<file path="config.mk">
export PLATFORM = sky130hd
export DESIGN_NAME = fetch_top
export DESIGN_NICKNAME = d
export VERILOG_FILES = /design/src/cache_pkg.sv /design/src/mem_pkg.sv /design/src/fetch_top.sv /design/src/fetch_unit.sv /design/src/icache.sv /design/src/inst_mem.sv
export VERILOG_INCLUDE_DIRS = /design/src /design/src/src
export SDC_FILE = /design/constraint.sdc
export NUM_CORES = 2
export LEC_CHECK = 0
export CAP_MARGIN = 20
export CORE_MARGIN = 5
export CORE_UTILIZATION = 54
export CTS_CLUSTER_SIZE = 24
export DETAILED_ROUTE_END_ITERATION = 8
export DONT_BUFFER_PORTS = 1
export PLACE_DENSITY = 0.69
export RECOVER_POWER = 100
export SYNTH_ARGS = -nofsm -noshare
export SYNTH_HDL_FRONTEND = slang
export SYNTH_MEMORY_MAX_BITS = 65536
export SYNTH_SLANG_ARGS = --single-unit
</file>
<file path="constraint.sdc">
create_clock -name clk -period 7 [get_ports clk]
set_clock_uncertainty 0.05 [all_clocks]
set_input_delay 1.4 -clock clk [delete_from_list [all_inputs] [get_ports clk]]
set_output_delay 1.4 -clock clk [all_outputs]
set_load 0.02 [all_outputs]
</file>
<file path="src/fetch_consts.svh">
`ifndef FETCH_CONSTS_SVH
`define FETCH_CONSTS_SVH

// instruction word and address width
`define WORD_SIZE 16

// tag bits left over after set index and word offset
`define TAG_SIZE 12

// cache geometry, direct mapped
`define NUM_SETS 4
`define BLOCK_WORDS 4

// instruction memory size in words
`define MEM_DEPTH 256

// cycles from read strobe to read valid
`define MEM_LATENCY 3

`endif

</file>
<file path="src/cache_pkg.sv">
`include "fetch_consts.svh"

package cache_pkg;

    // full word address as seen by the fetch unit
    typedef logic [`WORD_SIZE-1:0] word_addr_t;

    // address fields, msb to lsb: tag, set, offset
    typedef logic [`TAG_SIZE-1:0] tag_t;
    typedef logic [$clog2(`NUM_SETS)-1:0] set_idx_t;
    typedef logic [$clog2(`BLOCK_WORDS)-1:0] offset_t;

    // one cached word with its own tag and valid bit
    typedef struct packed {
        logic valid;
        tag_t tag;
        logic [`WORD_SIZE-1:0] word;
    } line_t;

    // lookup is a phase, seen while idle with a request present
    typedef enum logic [1:0] {
        idle,
        lookup,
        fill,
        respond
    } fill_state_t;

endpackage

</file>
<file path="src/mem_pkg.sv">
`include "fetch_consts.svh"

package mem_pkg;

    // one word as stored in and returned by the instruction memory
    typedef logic [`WORD_SIZE-1:0] mem_word_t;

    // memory-side address, same width as a fetch address
    typedef logic [`WORD_SIZE-1:0] mem_addr_t;

    // index into the memory array, also the program-load address
    typedef logic [$clog2(`MEM_DEPTH)-1:0] load_addr_t;

endpackage

</file>
<file path="src/fetch_top.sv">
`timescale 1ns/10ps

module fetch_top (
    input  logic                 clk,
    input  logic                 reset_n,

    // program load
    input  logic                 prog_we,
    input  mem_pkg::load_addr_t  prog_addr,
    input  mem_pkg::mem_word_t   prog_data,

    // decode stage controls
    input  logic                 stall,
    input  logic                 redirect,
    input  mem_pkg::mem_addr_t   redirect_pc,

    // fetched instruction
    output logic                 instr_valid,
    output mem_pkg::mem_word_t   instr,
    output mem_pkg::mem_addr_t   instr_pc,

    // cache lookup result
    output logic                 hit,
    output logic                 miss
);

    // fetch unit to cache
    logic                fetch_req;
    mem_pkg::mem_addr_t  fetch_addr;
    logic                done;
    mem_pkg::mem_word_t  rd_data;

    // cache to memory
    logic                mem_rd;
    mem_pkg::mem_addr_t  mem_addr;
    logic                mem_valid;
    mem_pkg::mem_word_t  mem_data;

    fetch_unit fetch_unit_i (
        .clk         (clk),
        .reset_n     (reset_n),
        .stall       (stall),
        .redirect    (redirect),
        .redirect_pc (redirect_pc),
        .fetch_req   (fetch_req),
        .fetch_addr  (fetch_addr),
        .done        (done),
        .rd_data     (rd_data),
        .instr_valid (instr_valid),
        .instr       (instr),
        .instr_pc    (instr_pc)
    );

    icache icache_i (
        .clk        (clk),
        .reset_n    (reset_n),
        .fetch_req  (fetch_req),
        .fetch_addr (fetch_addr),
        .done       (done),
        .rd_data    (rd_data),
        .mem_rd     (mem_rd),
        .mem_addr   (mem_addr),
        .mem_valid  (mem_valid),
        .mem_data   (mem_data),
        .hit        (hit),
        .miss       (miss)
    );

    inst_mem inst_mem_i (
        .clk       (clk),
        .reset_n   (reset_n),
        .prog_we   (prog_we),
        .prog_addr (prog_addr),
        .prog_data (prog_data),
        .mem_rd    (mem_rd),
        .mem_addr  (mem_addr),
        .mem_valid (mem_valid),
        .mem_data  (mem_data)
    );

endmodule

</file>
<file path="src/fetch_unit.sv">
`timescale 1ns/10ps

module fetch_unit (
    input  logic                   clk,
    input  logic                   reset_n,

    // from the decode stage
    input  logic                   stall,
    input  logic                   redirect,
    input  cache_pkg::word_addr_t  redirect_pc,

    // cache request
    output logic                   fetch_req,
    output cache_pkg::word_addr_t  fetch_addr,
    input  logic                   done,
    input  mem_pkg::mem_word_t     rd_data,

    // delivered instruction
    output logic                   instr_valid,
    output mem_pkg::mem_word_t     instr,
    output cache_pkg::word_addr_t  instr_pc
);

    cache_pkg::word_addr_t  pc;

    // redirect seen while a request was in flight
    logic                   redir_pend;
    cache_pkg::word_addr_t  redir_target;

    assign fetch_addr = pc;

    always_ff @(posedge clk) begin
        if (reset_n) begin
            pc           <= '0;
            fetch_req    <= 1'b0;
            redir_pend   <= 1'b0;
            redir_target <= '0;
            instr_valid  <= 1'b0;
            instr        <= '0;
            instr_pc     <= '0;
        end else begin
            // outputs are pulses, low unless delivering
            instr_valid <= 1'b0;
            instr       <= '0;
            instr_pc    <= '0;
            if (fetch_req) begin
                if (done) begin
                    fetch_req  <= 1'b0;
                    redir_pend <= 1'b0;
                    if (redirect) begin
                        pc <= redirect_pc;
                    end else if (redir_pend) begin
                        pc <= redir_target;
                    end else begin
                        instr_valid <= 1'b1;
                        instr       <= rd_data;
                        instr_pc    <= pc;
                        pc          <= pc + cache_pkg::word_addr_t'(1);
                    end
                end else if (redirect) begin
                    // let the request finish, drop its word later
                    redir_pend   <= 1'b1;
                    redir_target <= redirect_pc;
                end
            end else begin
                if (redirect) begin
                    pc <= redirect_pc;
                end
                if (!stall) begin
                    fetch_req <= 1'b1;
                end
            end
        end
    end

    // cache samples the address over the whole request
    addr_stable_in_req: assert property (
        @(posedge clk) disable iff (reset_n)
        (fetch_req && !done) |=> $stable(fetch_addr)
    );

endmodule

</file>
<file path="src/icache.sv">
`timescale 1ns/10ps

`include "fetch_consts.svh"

module icache (
    input  logic                   clk,
    input  logic                   reset_n,

    // request side, from the fetch unit
    input  logic                   fetch_req,
    input  cache_pkg::word_addr_t  fetch_addr,
    output logic                   done,
    output mem_pkg::mem_word_t     rd_data,

    // memory side
    output logic                   mem_rd,
    output mem_pkg::mem_addr_t     mem_addr,
    input  logic                   mem_valid,
    input  mem_pkg::mem_word_t     mem_data,

    // observation pulses
    output logic                   hit,
    output logic                   miss
);

    // address split of the current request
    cache_pkg::tag_t         req_tag;
    cache_pkg::set_idx_t     req_set;
    cache_pkg::offset_t      req_off;

    // one entry per word, indexed by set then offset
    cache_pkg::line_t        lines [`NUM_SETS][`BLOCK_WORDS];
    cache_pkg::line_t        cur_line;
    logic                    line_hit;

    cache_pkg::fill_state_t  state;
    cache_pkg::fill_state_t  cur_phase;

    // fill progress
    cache_pkg::offset_t      fill_off;
    logic                    rd_pending;
    logic                    fill_last;

    assign {req_tag, req_set, req_off} = fetch_addr;

    assign cur_line = lines[req_set][req_off];
    assign line_hit = cur_line.valid && (cur_line.tag == req_tag);

    // the lookup phase is the idle cycle in which a request is seen
    always_comb begin
        if (state == cache_pkg::idle && fetch_req) begin
            cur_phase = cache_pkg::lookup;
        end else begin
            cur_phase = state;
        end
    end

    assign hit  = (cur_phase == cache_pkg::lookup) && line_hit;
    assign miss = (cur_phase == cache_pkg::lookup) && !line_hit;

    // answer always comes from the array, also right after a fill
    assign done    = (state == cache_pkg::respond);
    assign rd_data = cur_line.word;

    // one strobe per word, next one only after the previous valid
    assign mem_rd   = (state == cache_pkg::fill) && !rd_pending;
    assign mem_addr = {req_tag, req_set, fill_off};

    assign fill_last = (fill_off == cache_pkg::offset_t'(`BLOCK_WORDS - 1));

    always_ff @(posedge clk) begin
        if (reset_n) begin
            state      <= cache_pkg::idle;
            fill_off   <= '0;
            rd_pending <= 1'b0;
        end else begin
            case (cur_phase)
                cache_pkg::lookup: begin
                    fill_off   <= '0;
                    rd_pending <= 1'b0;
                    if (line_hit) begin
                        state <= cache_pkg::respond;
                    end else begin
                        state <= cache_pkg::fill;
                    end
                end
                cache_pkg::fill: begin
                    if (mem_rd) begin
                        rd_pending <= 1'b1;
                    end
                    if (rd_pending && mem_valid) begin
                        rd_pending <= 1'b0;
                        fill_off   <= fill_off + 1'b1;
                        if (fill_last) begin
                            state <= cache_pkg::respond;
                        end
                    end
                end
                cache_pkg::respond: begin
                    state <= cache_pkg::idle;
                end
                default: begin
                    state <= cache_pkg::idle;
                end
            endcase
        end
    end

    // whole block is rewritten, so a different tag evicts the old block
    always_ff @(posedge clk) begin
        if (reset_n) begin
            for (int s = 0; s < `NUM_SETS; s++) begin
                for (int w = 0; w < `BLOCK_WORDS; w++) begin
                    lines[s][w].valid <= 1'b0;
                end
            end
        end else if (state == cache_pkg::fill && rd_pending && mem_valid) begin
            lines[req_set][fill_off] <= '{valid: 1'b1, tag: req_tag, word: mem_data};
        end
    end

    // fetch unit keeps the request up until the answer arrives
    done_needs_req: assert property (
        @(posedge clk) disable iff (reset_n)
        done |-> fetch_req
    );

    // a strobe lasts one cycle, the next one waits for the valid
    rd_single_pulse: assert property (
        @(posedge clk) disable iff (reset_n)
        mem_rd |=> !mem_rd
    );

    // one hit or miss per lookup
    lookup_single_pulse: assert property (
        @(posedge clk) disable iff (reset_n)
        (hit || miss) |=> !(hit || miss)
    );

endmodule

</file>
<file path="src/inst_mem.sv">
`timescale 1ns/10ps

`include "fetch_consts.svh"

module inst_mem (
    input  logic                 clk,
    input  logic                 reset_n,

    // program load, used while the core is held in reset
    input  logic                 prog_we,
    input  mem_pkg::load_addr_t  prog_addr,
    input  mem_pkg::mem_word_t   prog_data,

    // read port towards the cache
    input  logic                 mem_rd,
    input  mem_pkg::mem_addr_t   mem_addr,
    output logic                 mem_valid,
    output mem_pkg::mem_word_t   mem_data
);

    mem_pkg::mem_word_t   mem_array [`MEM_DEPTH];
    mem_pkg::load_addr_t  rd_index;

    // latency delay line, stage 0 holds the word read at the strobe
    logic [`MEM_LATENCY-1:0]  valid_pipe;
    mem_pkg::mem_word_t       data_pipe [`MEM_LATENCY];

    // only the low bits select a word
    assign rd_index = mem_addr[$clog2(`MEM_DEPTH)-1:0];

    always_ff @(posedge clk) begin
        if (prog_we) begin
            mem_array[prog_addr] <= prog_data;
        end
    end

    always_ff @(posedge clk) begin
        if (reset_n) begin
            valid_pipe <= '0;
        end else begin
            valid_pipe <= {valid_pipe[`MEM_LATENCY-2:0], mem_rd};
        end
    end

    always_ff @(posedge clk) begin
        data_pipe[0] <= mem_array[rd_index];
        for (int i = 1; i < `MEM_LATENCY; i++) begin
            data_pipe[i] <= data_pipe[i-1];
        end
    end

    assign mem_valid = valid_pipe[`MEM_LATENCY-1];
    assign mem_data  = data_pipe[`MEM_LATENCY-1];

    // the cache waits for each valid before the next strobe
    one_read_at_a_time: assert property (
        @(posedge clk) disable iff (reset_n)
        mem_rd |-> (valid_pipe == '0)
    );

    // program load only while the fetch side is in reset
    load_in_reset_only: assert property (
        @(posedge clk)
        prog_we |-> reset_n
    );

endmodule

</file>
* Word-level counts from Yosys, hierarchy flattened *
Memories as Yosys holds them, arrays and structs flattened. A register that Yosys moved wholly into a read port is not among the register bits.
Cells that the tools add are included.

word-level totals
  flip-flop bits (word level) = 75
  bits in writable memories = 4608
  output and inout bits = 35
  word-level logic and storage cells = 95
  memories = 3

memories
  memory                depth  bits a word  read ports  clocked after memory_dff  wr ports  RTL line        text
  inst_mem_i.mem_array  256    16           1           0                         1         inst_mem.sv:21  mem_pkg::mem_word_t mem_array [`MEM_DEPTH];
  icache_i.lines        4      116          1           1                         4         icache.sv:32    cache_pkg::line_t lines [`NUM_SETS][`BLOCK_WORDS];
  inst_mem_i.data_pipe  3      16           3           0                         3         inst_mem.sv:26  mem_pkg::mem_word_t data_pipe [`MEM_LATENCY];

cells by class
  $add $sub $neg = 2
  order comparisons = 3
  equal/unequal tests = 10
  multiplexer cells = 38
  bitwise operators = 4
  reduce and logical (&&, ||, !) cells = 24

operators with widths
  kind                                                        number
  two-way mux 116 bit                                         3
  OR reduction 116 bit                                        1
  two-way mux 29 bit                                          3
  two-way mux 16 bit                                          5
  binary-select mux 29 bit (select 2 bit)                     1
  demux 29 bit (select 2 bit)                                 1
  adder 16 x 1 -> 16 bit, second input constant               1
  two-way mux 1 bit                                           15
  two-way mux 2 bit                                           7
  == test 12 bit                                              1
  AND reduction 2 bit                                         5
  logical AND 1 bit                                           9
  == test 2 bit, second input constant                        4
  case mux 2 bit (2 select lines)                             2
  >= comparator 3 bit, second input constant                  2
  inverter 2 -> 3 bit                                         2
  nonzero test 2 bit                                          3
  OR reduction 5 bit                                          1
  inequality test 2 x 1 -> 1 bit, second input constant       2
  OR reduction 4 bit                                          1
  less-than comparator 3 x 1 -> 1 bit, second input constant  1
  inequality test 3 x 1 -> 1 bit, second input constant       1
  AND reduction 3 bit                                         1
  adder 2 x 1 -> 2 bit, second input constant                 1
  6 further kinds                                             8

* Depth between registers and ports, before layout *
  depth after elaboration = 8
  mapped depth = 13

* Cells and area by module *
Synthesis repeated with hierarchy kept, for this count alone.

unflattened totals
  cell total of the unflattened synthesis = 8583
  area, all modules = 180543.2 sq um

modules (own cells, without submodules)
  module      instances  cells an instance  area an instance (sq um)  seq. area each (sq um)
  inst_mem    1          7418               159454.2                  124018.9
  icache      1          846                18312.6                   13873.3
  fetch_unit  1          319                2776.4                    1341.3

* Worst setup path before layout *
Ideal clock, no wire load.

  path kind = register -> output
  from = register with a tool-made name
  to = output hit
  arrival time = 2.808 ns
  path slack = 2.742 ns
  cell stages (with the launch flop) = 11
  path buffers = 3
  cells stage by stage = dfxtp_1 -> buf_2 -> buf_2 -> buf_2 -> mux4_2 -> o211ai_1 -> o311ai_0 -> nor4_1 -> o2111ai_1 -> nor2_1 -> nor4bb_1

RTL lines
  what              RTL line         text
  end: declaration  fetch_top.sv:23  output logic hit,

* Worst setup path after layout *
  from = register fetch_unit_i.pc[5], in the netlist fetch_unit_i.fetch_addr[5]
  to = output hit

on the way
  word-level cells in the longest chain between the ends = 3

ends and longest elaborated chain
  what                      RTL line          text
  start: declaration        fetch_unit.sv:24  cache_pkg::word_addr_t pc;
  start signal: assignment  fetch_unit.sv:51  pc <= redirect_pc;
  start signal: assignment  fetch_unit.sv:53  pc <= redir_target;
  start signal: assignment  fetch_unit.sv:58  pc <= pc + cache_pkg::word_addr_t'(1);
  == test 12 bit            icache.sv:47      assign line_hit = cur_line.valid && (cur_line.tag == req_tag);
  logical AND 1 bit         icache.sv:47
  logical AND 1 bit         icache.sv:58      assign hit = (cur_phase == cache_pkg::lookup) && line_hit;

No other way between the ends.

==> flow_metrics.env <==
export IMPL_status="finished with violations"
export IMPL_violations="max-capacitance violations, max-slew violations"
export IMPL_die_w_um=586
export IMPL_r2r_cells=8
export IMPL_start_util_pct=54.2
export IMPL_critPathKind="flip-flop to output pin"
export IMPL_worstHoldStart="inst_mem_i.data_pipe[0][30]"
export IMPL_syn_num_nets=8063
export IMPL_htree_levels=5
export IMPL_p_per_area_nw_per_um2=286
export IMPL_pre_cts_ws_ns=1.75
export IMPL_cts_root_buf="clkbuf_16"
export IMPL_dieArea_um2=343000
export IMPL_drv_slew=2751
export IMPL_rows=211
export IMPL_tns_ns=0
export IMPL_ys_warnings_count=0
export IMPL_area_growth_pct=10.9
export IMPL_ios=80
export IMPL_nNetsFinal=8378
export IMPL_total_power_mw=56.9
export IMPL_vias_per_cell=6.69
export IMPL_irDropWorstVdd_mv=0.204
export IMPL_portBuffers=0
export IMPL_power_switching_mw=11.9
export IMPL_post_cts_resized=0
export IMPL_place_gp_congestion=0.854
export IMPL_clockBufferDepth=4
export IMPL_finalSetupViolCount=0
export IMPL_fin_crit_ns=6.48
export IMPL_rsz0062_at_grt="false"
export IMPL_synth_async_reset_ratio_pct=0
export IMPL_cts_tree="yes"
export IMPL_antenna_found_initial=25
export IMPL_cellLeakagePower_nw=59.6
export IMPL_synth_distinct_cells=69
export IMPL_start_kind="flip-flop"
export IMPL_combPwrFrac_pct=3.7
export IMPL_grt_total_usage_pct=27.1
export IMPL_cap_violations=155
export IMPL_clkPwrFrac_pct=41.3
export IMPL_grt_max_degree=257
export IMPL_setup_slack_ns=0.524
export IMPL_synth_area_per_cell_um2=22.4
export IMPL_routed_wl_um=465000
export IMPL_final_common_cell="edfxtp_1"
export IMPL_swShare_pct=20.9
export IMPL_timing_final_crit_share_pct=92.5
export IMPL_hold_depth=0
export IMPL_synth_edf_count=4544
export IMPL_p_int_mw=45.0
export IMPL_num_vias=87567
export IMPL_netlist_area_um2=179000
export IMPL_globalRouteMet2Util_pct=41.2
export IMPL_gr_usage_met1_pct=38.5
export IMPL_top_usage_layer="met2"
export IMPL_path_clk_slew_ns=0.06
export IMPL_synth_seq_area_share_pct=77.7
export IMPL_drive_above_1_share_pct=23.3
export IMPL_tightest_slew_ns=3.52
export IMPL_synth_ff_type="edfxtp_1"
export IMPL_fmax_ghz=0.154
export IMPL_clock_sinks=4685
export IMPL_dr_pass1_iters=8
export IMPL_grt_pass1_vias=86640
export IMPL_layout_common_cells="edfxtp_1 (4544), mux4_2 (1196), clkbuf_16 (458)"
export IMPL_grtUsageMet3_pct=6.71
export IMPL_holdPathEnd="inst_mem_i.data_pipe[0][46]"
export IMPL_cp_arrival_ns=5.03
export IMPL_drc=0
export IMPL_ys_seq_elements=4685
export IMPL_clock_latency_ns=1.00
export IMPL_fillers=22759
export IMPL_timing_slew_headroom_pct=-135
export IMPL_cp_max_fo=32
export IMPL_r2r_start="fetch_unit_i.fetch_addr[5]"
export IMPL_die_y_um=586
export IMPL_dp_final_hpwl_um=263000
export IMPL_post_cts_buffers=0
export IMPL_netlist_instances=8013
export IMPL_cp_data_required_time_ns=5.55
export IMPL_ant_nets=0
export IMPL_grt_overflow_total=0
export IMPL_r2r_setup_slack_ns=0.55
export IMPL_wl_per_cell_um=35.5
export IMPL_endpoint_kind="output pin"
export IMPL_pwr_share_seq_pct=55.0
export IMPL_numCtsBuffers=453
export IMPL_final_hold_violation_count=0
export IMPL_cts_hold_buf=0
export IMPL_drtIter0Drc=12774
export IMPL_hold_class="flip-flop to flip-flop"
export IMPL_reg2reg_to="inst_mem_i.data_pipe[0][9]"
export IMPL_fp_coreArea_um2=331000
export IMPL_grt_pass1_wl_um=659000
state kept, by name, summed over array words and instances (netlist names), named ones only:
signal,cells
fetch_unit_i.redir_target,16
fetch_unit_i.instr_pc,16
fetch_unit_i.fetch_addr,16
inst_mem_i.valid_pipe,3
fetch_unit_i.redir_pend,1
icache_i.lines,464
icache_i.rd_pending,1
inst_mem_i.data_pipe,48
fetch_unit_i.fetch_req,1
icache_i.state,2
icache_i.fill_off,2
fetch_unit_i.instr_valid,1
inst_mem_i.mem_array,4096
fetch_unit_i.instr,16
cell type report:
class / count / area, um2 / share of cell area (%)
well taps: 4366 / 5460 / 2.75
multi-input cells: 2835 / 37500 / 18.9
clock buffers: 599 / 12300 / 6.17
inverters: 33 / 131 / 0.0661
clock inverters: 233 / 1940 / 0.978
repair buffers: 320 / 2030 / 1.02
diodes: 25 / 62.6 / 0.0315
flip-flops and latches: 4685 / 139000 / 70.1
power by group through the flow:
stage               combinational (mW)  clock, mW  sequential, mW
floorplan                         1.26          0            31.7
global placement                  2.07          0            31.8
detailed placement                2.08          0            31.9
CTS                               2.09       23.7            31.3
global route                      2.16       25.0            31.3
finish                            2.11       23.5            31.3
how the worst max path moves through the flow:
stage / end / startpoint / slack, ns
2_1_floorplan: hit / flip-flop / 2.74
3_3_place_gp: hit / flip-flop / 1.59
3_5_place_dp: hit / flip-flop / 1.75
4_1_cts: hit / flip-flop / 0.68
5_1_grt: hit / fetch_unit_i.fetch_addr[5] / 0.36
6_report: hit / fetch_unit_i.fetch_addr[5] / 0.52
cell usage after synthesis, types with 4 or more instances:
library cell / count / area share [%]
edfxtp_1: 4544 / 76
mux4_2: 1196 / 15
nor2_1: 338 / 0.71
mux2i_1: 297 / 1.7
nand2_1: 222 / 0.47
a22oi_1: 180 / 0.75
buf_2: 157 / 0.44
clkbuf_1: 141 / 0.30
dfxtp_1: 141 / 1.6
buf_4: 89 / 0.37
a21oi_1: 82 / 0.23
nand3_1: 76 / 0.21
o21ai_0: 50 / 0.14
buf_1: 48 / 0.10
and2_1: 39 / 0.14
o22ai_1: 32 / 0.11
inv_1: 29 / 0.061
a221oi_1: 28 / 0.14
nor3_1: 26 / 0.073
buf_6: 25 / 0.16
a211oi_1: 24 / 0.10
a31oi_1: 24 / 0.084
a22o_1: 23 / 0.11
nor2b_1: 21 / 0.073
xnor2_1: 21 / 0.10
nand2b_1: 12 / 0.042
mux2_2: 11 / 0.069
o211ai_1: 11 / 0.046
a32oi_1: 10 / 0.049
and3_1: 8 / 0.028
nand4_1: 8 / 0.028
nor4_1: 7 / 0.024
o31ai_1: 6 / 0.025
or3_1: 6 / 0.021
a2111oi_0: 5 / 0.024
ha_1: 5 / 0.035
o2111ai_1: 5 / 0.024
o221ai_1: 5 / 0.024
or4_1: 5 / 0.021
a211o_1: 4 / 0.020
a311oi_1: 4 / 0.020
a32o_1: 4 / 0.022
o21ai_1: 4 / 0.011
kinds of logic (layout without fill, tap and decap cells):
logic type / Yosys count / in the layout / share of synthesized area, %
AO/OA/AOI/OAI: 522 / 522 / 2.04
XOR/XNOR: 23 / 23 / 0.112
adder cells (fa/ha/maj): 5 / 5 / 0.0349
buffers and inverters: 493 / 1185 / 1.43
flip-flops: 4685 / 4685 / 77.7
multiplexers: 1504 / 1504 / 16.8
other: 0 / 25 / 0
AND/OR/NAND/NOR: 781 / 781 / 1.89
critical path, cell delays in order (launching register included):
cell and delay [ns]:
dfxtp_1 1.52, inv_2 0.79, nand2_1 0.23, a2bb2oi_1 0.15, and4b_1 0.22, o2111ai_1 0.17
nor2_1 0.20, nor4bb_1 0.43, clkbuf_1 0.28
per-stage QoR:
step                      util (%)  hold slack (ns)  area (um2)  instances
after global routing          60.1            0.289      199000      13076
final                         60.1            0.276      199000      13096
after detailed placement      56.2            0.262      186000      12210
after CTS                     60.5            0.276      200000      13042
after global placement        56.1            0.265      185000      12191
after floorplan                  -            0.260      179000       8013
metal layers:
metal	up-vias	wire (um)
li1	34474	-
met1	46484	172000
met4	6	20600
met5	-	41
met2	5600	218000
met3	1003	54700
Power figures use the tool's default switching activity.
